**src/logic/fetch_pkg.sv**
```systemverilog
package fetch_pkg;

  // Datapath widths
  localparam int XLEN = 32;
  localparam int ILEN = 32;

  typedef logic [XLEN-1:0] xlen_t;
  typedef logic [ILEN-1:0] instr_t;

  // Fetch restarts here after reset
  localparam xlen_t RESET_PC = 32'h0000_0100;

  // addi x0, x0, 0
  localparam instr_t I_NOP = 32'h0000_0013;

  // BTB geometry, index taken from PC[5:2]
  localparam int BTB_ENTRIES = 16;
  localparam int BTB_IDX_W   = 4;
  localparam int BTB_TAG_W   = XLEN - BTB_IDX_W - 2;

  typedef logic [BTB_IDX_W-1:0] btb_idx_t;
  typedef logic [BTB_TAG_W-1:0] btb_tag_t;

  // Return stack geometry
  localparam int RAS_DEPTH = 4;
  localparam int RAS_PTR_W = 2;
  // Count must reach RAS_DEPTH itself
  localparam int RAS_CNT_W = RAS_PTR_W + 1;

  typedef logic [RAS_PTR_W-1:0] ras_ptr_t;
  typedef logic [RAS_CNT_W-1:0] ras_cnt_t;

  // Predictor view of one fetch PC
  typedef struct packed {
    logic  btb_hit;
    logic  pred_taken;
    xlen_t btb_target;
    logic  is_return;
    logic  ras_valid;
    xlen_t ras_target;
  } pred_t;

  // Fetch to decode
  typedef struct packed {
    logic   valid;
    xlen_t  pc;
    xlen_t  pc_plus4;
    instr_t instr;
    pred_t  pred;
  } fetch_pkt_t;

  // Branch resolution from execute
  typedef struct packed {
    logic  valid;
    xlen_t pc;
    xlen_t target;
    logic  taken;
    logic  is_call;
    logic  is_return;
    // Mispredict, valid only with valid
    logic  redirect;
    xlen_t redirect_pc;
  } resolve_t;

endpackage

```
**src/logic/pc_gen.sv**
```systemverilog
`timescale 1ns/1ps

module pc_gen (
  input  logic              clk,
  input  logic              rst,
  input  logic              stall,
  input  fetch_pkg::resolve_t resolve,
  input  fetch_pkg::xlen_t  next_pc_pred,
  output fetch_pkg::xlen_t  pc
);

  import fetch_pkg::*;

  logic  redirect;
  xlen_t pc_d;

  // Mispredict from execute
  assign redirect = resolve.valid && resolve.redirect;

  // Next PC select
  // Redirect beats stall, stall beats prediction
  always_comb begin
    if (redirect) begin
      pc_d = resolve.redirect_pc;
    end else if (stall) begin
      pc_d = pc;
    end else begin
      pc_d = next_pc_pred;
    end
  end

  // PC register
  always_ff @(posedge clk) begin
    if (rst) begin
      pc <= RESET_PC;
    end else begin
      pc <= pc_d;
    end
  end

endmodule

```
**src/logic/branch_target_buffer.sv**
```systemverilog
`timescale 1ns/1ps

module branch_target_buffer (
  input  logic                clk,
  input  logic                rst,
  input  fetch_pkg::xlen_t    pc,
  input  fetch_pkg::resolve_t resolve,
  output logic                hit,
  output logic                taken,
  output logic                is_return,
  output fetch_pkg::xlen_t    target
);

  import fetch_pkg::*;

  // Payload of one BTB line
  typedef struct packed {
    btb_tag_t tag;
    xlen_t    target;
    logic     taken;
    logic     is_return;
  } btb_entry_t;

  logic [BTB_ENTRIES-1:0] valid;
  btb_entry_t             entries [BTB_ENTRIES];

  btb_idx_t   rd_idx;
  btb_tag_t   rd_tag;
  btb_entry_t rd_entry;

  btb_idx_t wr_idx;
  btb_tag_t wr_tag;
  logic     wr_hit;
  logic     train;
  logic     untrain;

  // Lookup side, fetch PC
  assign rd_idx   = pc[BTB_IDX_W+1:2];
  assign rd_tag   = pc[XLEN-1:BTB_IDX_W+2];
  assign rd_entry = entries[rd_idx];

  assign hit       = valid[rd_idx] && (rd_entry.tag == rd_tag);
  // Flags only mean something on a hit
  assign taken     = hit && rd_entry.taken;
  assign is_return = hit && rd_entry.is_return;
  assign target    = rd_entry.target;

  // Training side, resolved PC
  assign wr_idx = resolve.pc[BTB_IDX_W+1:2];
  assign wr_tag = resolve.pc[XLEN-1:BTB_IDX_W+2];
  assign wr_hit = valid[wr_idx] && (entries[wr_idx].tag == wr_tag);

  // Returns always allocate as taken
  assign train   = resolve.valid && (resolve.taken || resolve.is_return);
  assign untrain = resolve.valid && !resolve.taken && !resolve.is_return && wr_hit;

  // Valid bits
  always_ff @(posedge clk) begin
    if (rst) begin
      valid <= '0;
    end else if (train) begin
      valid[wr_idx] <= 1'b1;
    end
  end

  // Line write or taken clear
  always_ff @(posedge clk) begin
    if (train) begin
      entries[wr_idx].tag       <= wr_tag;
      entries[wr_idx].target    <= resolve.target;
      entries[wr_idx].taken     <= 1'b1;
      entries[wr_idx].is_return <= resolve.is_return;
    end else if (untrain) begin
      entries[wr_idx].taken <= 1'b0;
    end
  end

endmodule

```
**src/logic/return_stack.sv**
```systemverilog
`timescale 1ns/1ps

module return_stack (
  input  logic                clk,
  input  logic                rst,
  input  fetch_pkg::resolve_t resolve,
  output fetch_pkg::xlen_t    top,
  output logic                top_valid
);

  import fetch_pkg::*;

  xlen_t    stack [RAS_DEPTH];
  // Points at the current top entry
  ras_ptr_t ptr;
  ras_ptr_t push_ptr;
  ras_cnt_t count;
  logic     push;
  logic     pop;

  // A call that is also a return counts as a push only
  assign push = resolve.valid && resolve.is_call;
  // Pop on empty is ignored
  assign pop  = resolve.valid && resolve.is_return && !resolve.is_call && (count != '0);

  assign push_ptr = ptr + 1'b1;

  // Pointer and saturating depth
  always_ff @(posedge clk) begin
    if (rst) begin
      ptr   <= '0;
      count <= '0;
    end else if (push) begin
      ptr <= push_ptr;
      // Full stack wraps onto its oldest entry
      if (count != RAS_CNT_W'(RAS_DEPTH)) begin
        count <= count + 1'b1;
      end
    end else if (pop) begin
      ptr   <= ptr - 1'b1;
      count <= count - 1'b1;
    end
  end

  // Return address of the call
  always_ff @(posedge clk) begin
    if (push) begin
      stack[push_ptr] <= resolve.pc + XLEN'(4);
    end
  end

  assign top       = stack[ptr];
  assign top_valid = (count != '0);

endmodule

```
**src/logic/fetch_stage_sram.sv**
```systemverilog
`timescale 1ns/1ps

module fetch_stage_sram (
  input  fetch_pkg::xlen_t      pc,
  output fetch_pkg::xlen_t      imem_raddr,
  input  fetch_pkg::instr_t     imem_rdata,
  input  logic                  btb_hit,
  input  logic                  btb_taken,
  input  logic                  btb_is_return,
  input  fetch_pkg::xlen_t      btb_target,
  input  logic                  ras_valid,
  input  fetch_pkg::xlen_t      ras_target,
  output fetch_pkg::fetch_pkt_t pkt,
  output fetch_pkg::xlen_t      next_pc_pred
);

  import fetch_pkg::*;

  xlen_t pc_plus4;
  pred_t pred;

  assign pc_plus4 = pc + XLEN'(4);

  // Zero-latency SRAM, data back in this cycle
  assign imem_raddr = pc;

  // Predictor snapshot for this PC
  assign pred.btb_hit    = btb_hit;
  assign pred.pred_taken = btb_taken;
  assign pred.btb_target = btb_target;
  assign pred.is_return  = btb_is_return;
  assign pred.ras_valid  = ras_valid;
  assign pred.ras_target = ras_target;

  // Packet to IF/ID
  assign pkt.valid    = 1'b1;
  assign pkt.pc       = pc;
  assign pkt.pc_plus4 = pc_plus4;
  assign pkt.instr    = imem_rdata;
  assign pkt.pred     = pred;

  // Next PC guess
  // Return via RAS first, then taken BTB hit, else fall through
  always_comb begin
    if (btb_hit && btb_is_return && ras_valid) begin
      next_pc_pred = ras_target;
    end else if (btb_hit && btb_taken) begin
      next_pc_pred = btb_target;
    end else begin
      next_pc_pred = pc_plus4;
    end
  end

endmodule

```
**src/logic/if_id_reg.sv**
```systemverilog
`timescale 1ns/1ps

module if_id_reg (
  input  logic                  clk,
  input  logic                  rst,
  input  logic                  stall,
  input  logic                  flush,
  input  fetch_pkg::fetch_pkt_t pkt_in,
  output fetch_pkg::fetch_pkt_t pkt_out
);

  import fetch_pkg::*;

  // Flush beats stall
  always_ff @(posedge clk) begin
    if (rst || flush) begin
      // Invalid slot carrying a NOP
      pkt_out       <= '0;
      pkt_out.instr <= I_NOP;
    end else if (!stall) begin
      pkt_out <= pkt_in;
    end
  end

endmodule

```
**src/logic/fetch_front_end.sv**
```systemverilog
`timescale 1ns/1ps

module fetch_front_end (
  input  logic                  clk,
  input  logic                  rst,
  input  logic                  stall,
  input  fetch_pkg::resolve_t   resolve,
  output fetch_pkg::xlen_t      imem_raddr,
  input  fetch_pkg::instr_t     imem_rdata,
  output fetch_pkg::fetch_pkt_t id_pkt
);

  import fetch_pkg::*;

  xlen_t      pc;
  xlen_t      next_pc_pred;
  logic       btb_hit;
  logic       btb_taken;
  logic       btb_is_return;
  xlen_t      btb_target;
  xlen_t      ras_top;
  logic       ras_valid;
  fetch_pkt_t if_pkt;
  logic       flush;

  // Mispredict kills the packet being fetched
  assign flush = resolve.valid && resolve.redirect;

  pc_gen u_pc_gen (
    .clk          (clk),
    .rst          (rst),
    .stall        (stall),
    .resolve      (resolve),
    .next_pc_pred (next_pc_pred),
    .pc           (pc)
  );

  branch_target_buffer u_btb (
    .clk       (clk),
    .rst       (rst),
    .pc        (pc),
    .resolve   (resolve),
    .hit       (btb_hit),
    .taken     (btb_taken),
    .is_return (btb_is_return),
    .target    (btb_target)
  );

  return_stack u_ras (
    .clk       (clk),
    .rst       (rst),
    .resolve   (resolve),
    .top       (ras_top),
    .top_valid (ras_valid)
  );

  fetch_stage_sram u_fetch (
    .pc            (pc),
    .imem_raddr    (imem_raddr),
    .imem_rdata    (imem_rdata),
    .btb_hit       (btb_hit),
    .btb_taken     (btb_taken),
    .btb_is_return (btb_is_return),
    .btb_target    (btb_target),
    .ras_valid     (ras_valid),
    .ras_target    (ras_top),
    .pkt           (if_pkt),
    .next_pc_pred  (next_pc_pred)
  );

  // Only registered stage between SRAM and decode
  if_id_reg u_if_id (
    .clk     (clk),
    .rst     (rst),
    .stall   (stall),
    .flush   (flush),
    .pkt_in  (if_pkt),
    .pkt_out (id_pkt)
  );

endmodule

```
**config.mk**
```make
export PLATFORM = sky130hd
export DESIGN_NAME = fetch_front_end
export DESIGN_NICKNAME = d
export VERILOG_FILES = /design/src/logic/fetch_pkg.sv /design/src/logic/pc_gen.sv /design/src/logic/branch_target_buffer.sv /design/src/logic/return_stack.sv /design/src/logic/fetch_stage_sram.sv /design/src/logic/if_id_reg.sv /design/src/logic/fetch_front_end.sv
export SDC_FILE = /design/constraint.sdc
export NUM_CORES = 2
export LEC_CHECK = 0
export ABC_CLOCK_PERIOD_IN_PS = 5300
export BUFFER_PORTS_ARGS = -buffer_cell sky130_fd_sc_hd__buf_2
export CORE_ASPECT_RATIO = 1.2
export CORE_MARGIN = 5
export CORE_UTILIZATION = 57
export CTS_BUF_LIST = sky130_fd_sc_hd__clkbuf_8
export CTS_CLUSTER_DIAMETER = 100
export DETAILED_ROUTE_END_ITERATION = 7
export GPL_TIMING_DRIVEN = 0
export PLACE_DENSITY = 0.78
export SYNTH_ARGS = -nofsm -noshare
export SYNTH_HDL_FRONTEND = slang
export SYNTH_SLANG_ARGS = --single-unit
```
**constraint.sdc**
```tcl
create_clock -name clk -period 5.3 [get_ports clk]
set_input_delay 1.325 -clock clk [delete_from_list [all_inputs] [get_ports clk]]
set_output_delay 1.325 -clock clk [all_outputs]
set_load 0.02 [all_outputs]
```
# Word level (Yosys, flattened, before mapping)
# Memories as Yosys holds them, arrays and structs flattened. A register that Yosys moved wholly into a read port is not among the register bits.
# Cells that the tools add are included.
totals:
  ramBits: 1088
  word_cells: 84
  reg_bits: 218
  n_memories: 2
mem_list:
  columns: ["memory", "depth", "word_bits", "read_ports", "rd_ports_with_merged_regs", "wr", "line_no", "source"]
  rows:
  - ["u_btb.entries", 16, 60, 2, 1, 1, "branch_target_buffer.sv:25", "btb_entry_t entries [BTB_ENTRIES];"]
  - ["u_ras.stack", 4, 32, 1, 1, 1, "return_stack.sv:13", "xlen_t stack [RAS_DEPTH];"]
op_classes:
  addsub: 6
  n_bitwise: 2
  n_reduce_logical: 25
  n_eq_ne: 5
  muxes: 27
  n_lt_le_gt_ge: 3
ops:
  columns: ["operator", "n"]
  rows:
  - ["32-bit 2-to-1 mux", 4]
  - ["32-bit by 3-bit adder with 32-bit output (second input constant)", 2]
  - ["26-bit equality test", 2]
  - ["1-bit logical AND", 17]
  - ["16-bit bitwise OR", 1]
  - ["1-bit 2-to-1 mux", 11]
  - ["4-bit by 5-bit < comparator with 1-bit output (second input constant)", 2]
  - ["3-bit 2-to-1 mux", 3]
  - ["1-bit binary-select mux with 4-bit select", 2]
  - ["2-bit 2-to-1 mux", 4]
  - ["4-bit 2-to-1 mux", 2]
  - ["1-bit demux with 4-bit select", 1]
  - ["4-bit by 1-bit >= comparator with 1-bit output (second input constant)", 1]
  - ["3-bit by 1-bit adder with 3-bit output (second input constant)", 1]
  - ["1-bit zero test", 3]
  - ["3-bit != test (second input constant)", 1]
  - ["3-bit nonzero test", 1]
  - ["3-bit by 1-bit subtractor with 3-bit output (second input constant)", 1]
  - ["2-bit by 1-bit adder with 2-bit output (second input constant)", 1]
  - ["1-bit logical OR", 2]
  - ["2-bit by 1-bit != test with 1-bit output (second input constant)", 1]
  - ["2-bit != test (second input constant)", 1]
  - ["2-bit AND reduction", 1]
  - ["2-bit nonzero test", 1]
  - ["2 further kinds", 2]

# Longest topological paths before layout
logic_depth:
  word_depth: 11
  ltp_mapped: 15
  mapped_depth_nobuf: 9

# Hierarchy
# Synthesis repeated with hierarchy kept, for this count alone.
hier_totals:
  cells_unflattened: 3318
  area_unflattened_um2: 57400.1
modules_own_cells:
  columns: ["module", "seq_area_each_um2", "cells_each", "area_per_inst_um2", "n_inst"]
  rows:
  - ["branch_target_buffer", 29148.0, 1920, 41506.1, 1]
  - ["if_id_reg", 3303.2, 534, 5868.1, 1]
  - ["return_stack", 3983.8, 290, 5547.8, 1]
  - ["fetch_stage_sram", 0.0, 426, 2705.1, 1]
  - ["pc_gen", 640.6, 147, 1766.7, 1]
  - ["fetch_front_end", 0.0, 1, 6.3, 1]

# Worst setup path before layout
# Ideal clock, no wire load.
synth_timing:
  path_kind: "input -> register"
  startpoint: "in resolve[72] (netlist bit)"
  endpoint: "mem u_btb.entries[0][0] (netlist bit), enable pin"
  n_path_buf: 3
  path_slack_ps: -125
  stages: 5
  setup_time_ps: 478
  arrival_ps: 4947
  path_cell_list: "clkbuf_1 buf_1 or2_2 clkbuf_1 nor2_1"
synth_lines:
  columns: ["element", "line_no", "source"]
  rows:
  - ["start, declared", "fetch_front_end.sv:7", "input fetch_pkg::resolve_t resolve,"]
  - ["end, declared", "branch_target_buffer.sv:25", null]
# Straight into the memory's write port.

# Worst setup path after layout
layout_timing:
  startpoint: "in resolve[71] (netlist bit)"
  endpoint: "mem u_btb.entries[12][1] (netlist bit), enable pin"
layout_via:
  elab_chain_cells: 8
layout_lines:
  columns: ["element", "line_no", "source"]
  rows:
  - ["memory read 16 x 60 bit / 1-bit binary-select mux with 4-bit select (equally long branches)", null, null]
  - ["26-bit equality test / 1-bit 2-to-1 mux (equally long branches)", "branch_target_buffer.sv:51", "assign wr_hit = valid[wr_idx] && (entries[wr_idx].tag == wr_tag);"]
  - ["1-bit logical AND", "branch_target_buffer.sv:51", null]
  - ["1-bit logical AND", "branch_target_buffer.sv:55", "assign untrain = resolve.valid && !resolve.taken && !resolve.is_return && wr_hit;"]
  - ["1-bit 2-to-1 mux", "branch_target_buffer.sv:73", "end else if (untrain) begin"]
  - ["1-bit 2-to-1 mux", "branch_target_buffer.sv:68", "if (train) begin"]
  - ["1-bit 2-to-1 mux (implied by the code)", "branch_target_buffer.sv:74", "entries[wr_idx].taken <= 1'b0;"]
  - ["1-bit bitwise OR (no line)", null, null]
# Parallel ways exist; a longest one is shown, timed or not. The select of a mux whose other input is x is not followed.

==> impl_metrics.tcl <==
set metrics [dict create \
    run_status "finished clean" \
    cp-end-kind "flip-flop" \
    fin_nets 3869 \
    cts_tree "built" \
    worst-path-buf-inv 4 \
    clock_tree.root_cell "clkbuf_8" \
    min_to "u_if_id.pkt_out[164]" \
    clkLatencyLatePin_ns 0.93 \
    final.setup_skew_ns 0.0883 \
    gp_congestion 0.976 \
    ys_types 74 \
    path_delay_family "buffers and inverters" \
    io_buffers 328 \
    drtIter0Drc 6117 \
    cts_buffers 192 \
    antenna_found_initial 14 \
    die_area_um2 104000 \
    place_area_um2 60100 \
    dpl.hpwl_um 127000 \
    fillCellCount 6370 \
    post-route-period-util 0.996 \
    layout_setup_ws_ns 0.0192 \
    synth.area.top_cells "edfxtp_1 59%, mux4_2 17%, dfxtp_1 8.0%" \
    die_x_um 295 \
    timing.slew.headroom 0.0912 \
    min_path_cells 2 \
    final_core_util 0.661 \
    crit_type "in2reg" \
    synth_edf_count 1088 \
    slowest_stage "clkbuf_1" \
    area_delta_synth_final_pct 15.1 \
    syn_inst 3151 \
    ys_ff_latch 1310 \
    die_h_um 352 \
    layout-drive-gt1-share 0.322 \
    cts_max_level 4 \
    r2r_cells 12 \
    netlist_area_um2 55700 \
    powerDensity_nw_per_um2 351 \
    postRouteAntennaNets 0 \
    slew_viol_final 0 \
    cp.required_ns 5.91 \
    route.vias.total 35500 \
    clock.fmax_ghz 0.189 \
    clock_sinks 1310 \
    whs_ns 0.471 \
    yosys_warnings 0 \
    synthArstFlopShare 0 \
    vdd_drop_max_mv 0.290 \
    min-delay-start "u_if_id.pkt_out[164]" \
    post-route-min-period_ns 5.28 \
    synth_flop_cell "edfxtp_1" \
    rows 125 \
    yosysSeqAreaShare 0.666 \
    final-hold-violation-count 0 \
    seq_area_um2 37100 \
    pre_cts_slack_ns -2.79 \
    wl_um 181000 \
    start_kind "input pin" \
    worstMarginPinSlew_ns 1.36 \
    synth_fp_nets 3297 \
    hp-class "reg2reg" \
    path_cells "buf_2 -> clkbuf_1 -> clkbuf_1 -> mux4_2 -> mux4_2 -> xnor2_1 -> nand4_1 -> nor4_2 -> nand4_1 -> buf_4 -> nor2b_1 -> nand2b_1 -> nor2_1" \
    vias_per_cell 6.88 \
    r2r_setup_slack_ns 0.11 \
    grt_pass1_vias 35200 \
    arrival_ns 5.89 \
    gr-usage-all-layers 0.346 \
    max_stage_delay_ns 0.80 \
    drc 0 \
    rsz0062_at_grt "no" \
    io_pins 333 \
    syn_area_per_cell_um2 17.7 \
    setup_viol 0 \
    grt_pass1_wl_um 254000 \
    design.core.area_um2 97000 \
    multi_input_area_um2 17400 \
    maxCapViolCount 0 \
    path_max_fanout 10 \
    p_leak_nw 22.1 \
    cts_buffer_depth 3 \
    yosys.area.top_type_share 0.587 \
    dr.pass1.iters 6 \
    clkTransAtPathRegs_ns 0.07 \
    start_util 0.574 \
    grt_max_degree 38 \
    grt.overflow.total 0 \
    fin_cells 5164 \
    cts_hold_buf 0 \
    netlist.top_cell.by_area "edfxtp_1" \
    numPlacedInstances 4796 \
    wire_per_inst_um 35.1 \
    r2r-end "u_pc_gen.pc[18]" \
    post-route-cell-area_um2 64100 \
]
==> per-stage QoR <==
stage	total power (W)	TNS (ns)
3_3_place_gp	0.0142	-4285.89
3_5_place_dp	0.0143	-78.82
6_report	0.0225	0
2_1_floorplan	0.0132	-39.20
4_1_cts	0.0224	0
5_1_grt	0.0231	0
==> placed cells by master, fill, tap and decap left out, types with 47 or more instances in the layout <==
cell type     n
edfxtp_1   1088
mux4_2      410
buf_2       363
nor2_1      252
dfxtp_1     222
mux2i_1     213
clkbuf_8    213
clkbuf_1    103
nand2_1      86
inv_1        67
xnor2_1      67
nand3_1      63
buf_4        56
mux2_2       52
a21oi_1      49
xor2_1       47
==> cell usage after synthesis, drive strengths merged (4+ instances only) <==
| library cell | count |
|---|---|
| a2111oi | 6 |
| a21oi | 49 |
| a221o | 29 |
| a221oi | 7 |
| a22o | 5 |
| a22oi | 12 |
| a32oi | 5 |
| and2 | 9 |
| and3 | 16 |
| and4 | 4 |
| buf | 145 |
| clkbuf | 106 |
| dfxtp | 222 |
| edfxtp | 1088 |
| ha | 9 |
| inv | 14 |
| mux2 | 53 |
| mux2i | 213 |
| mux4 | 411 |
| nand2 | 86 |
| nand2b | 13 |
| nand3 | 64 |
| nand4 | 29 |
| nor2 | 268 |
| nor2b | 41 |
| nor3 | 37 |
| nor3b | 10 |
| nor4 | 13 |
| nor4b | 5 |
| o21ai | 12 |
| o22ai | 11 |
| or2 | 4 |
| or3 | 5 |
| xnor2 | 67 |
| xor2 | 47 |
==> report_power, final <==
part | switching, W | internal, W
Combinational | 0.00163 | 0.000983
Sequential | 0.000138 | 0.0114
Clock | 0.00405 | 0.00428
==> metal layers <==
metal / part of all wire / global-route usage
met1: 0.33 / 0.450
met5: 0.00025 / 0
met4: 0.075 / 0.200
met2: 0.44 / 0.506
met3: 0.16 / 0.127
==> tightest hold or removal path, delay by kind of cell, from the launching register on <==
family / cells / cell delay [ns]
compound gates: 1 / 0.06
flops: 1 / 0.31
buf+inv: 1 / 0.05
==> sequential cells by signal, summed over array words and instances, names as in the netlist, named ones only <==
name and flops:
u_ras.count 3, u_btb.entries 960, u_btb.valid 16, u_ras.ptr 2
u_if_id.pkt_out 163, u_ras.stack 128, u_pc_gen.pc 32
==> layout make-up <==
class | count | area share
well taps | 1270 | 0.0248
flip-flops and latches | 1310 | 0.579
repair buffers | 379 | 0.0418
plain buffers | 250 | 0.0207
clock inverters | 142 | 0.0156
diodes | 10 | 0.000390
clock buffers | 213 | 0.0457
inverters | 15 | 0.000879
multi-input cells | 1575 | 0.271
==> logic make-up (layout without fill, tap and decap cells) <==
group           after synthesis  count (layout)  share of synthesized area
compound gates              160             160                     0.0212
simple gates                614             614                     0.0527
mux                         677             677                      0.215
xor+xnor                    114             114                     0.0179
fa+ha+maj                    10              10                    0.00238
flops                      1310            1310                      0.666
buf+inv                     266             999                     0.0243
other cells                   0              10                          0
==> worst max-delay path by stage <==
stage,slack [ns],cells past startpoint,from,end
final,0.02,13,resolve[71],u_btb.entries[12][1]
after global placement,-4.98,4,resolve[72],u_btb.entries[14][15]
after global routing,0.03,13,resolve[72],u_btb.entries[12][1]
after detailed placement,-2.79,12,resolve[72],u_btb.entries[10][1]
after floorplan,-0.13,5,resolve[72],u_btb.entries[0][0]
after CTS,0.03,12,flip-flop,u_pc_gen.pc[30]
==> timing repair <==
item / in CTS / in global routing
buffers inserted: 2 / 0
pin swaps: 1 / 0
endpoints found under the setup margin: 32 / 20
gates cloned: 0 / 0
gates resized for setup: 7 / 8
Power figures use the tool's default switching activity.
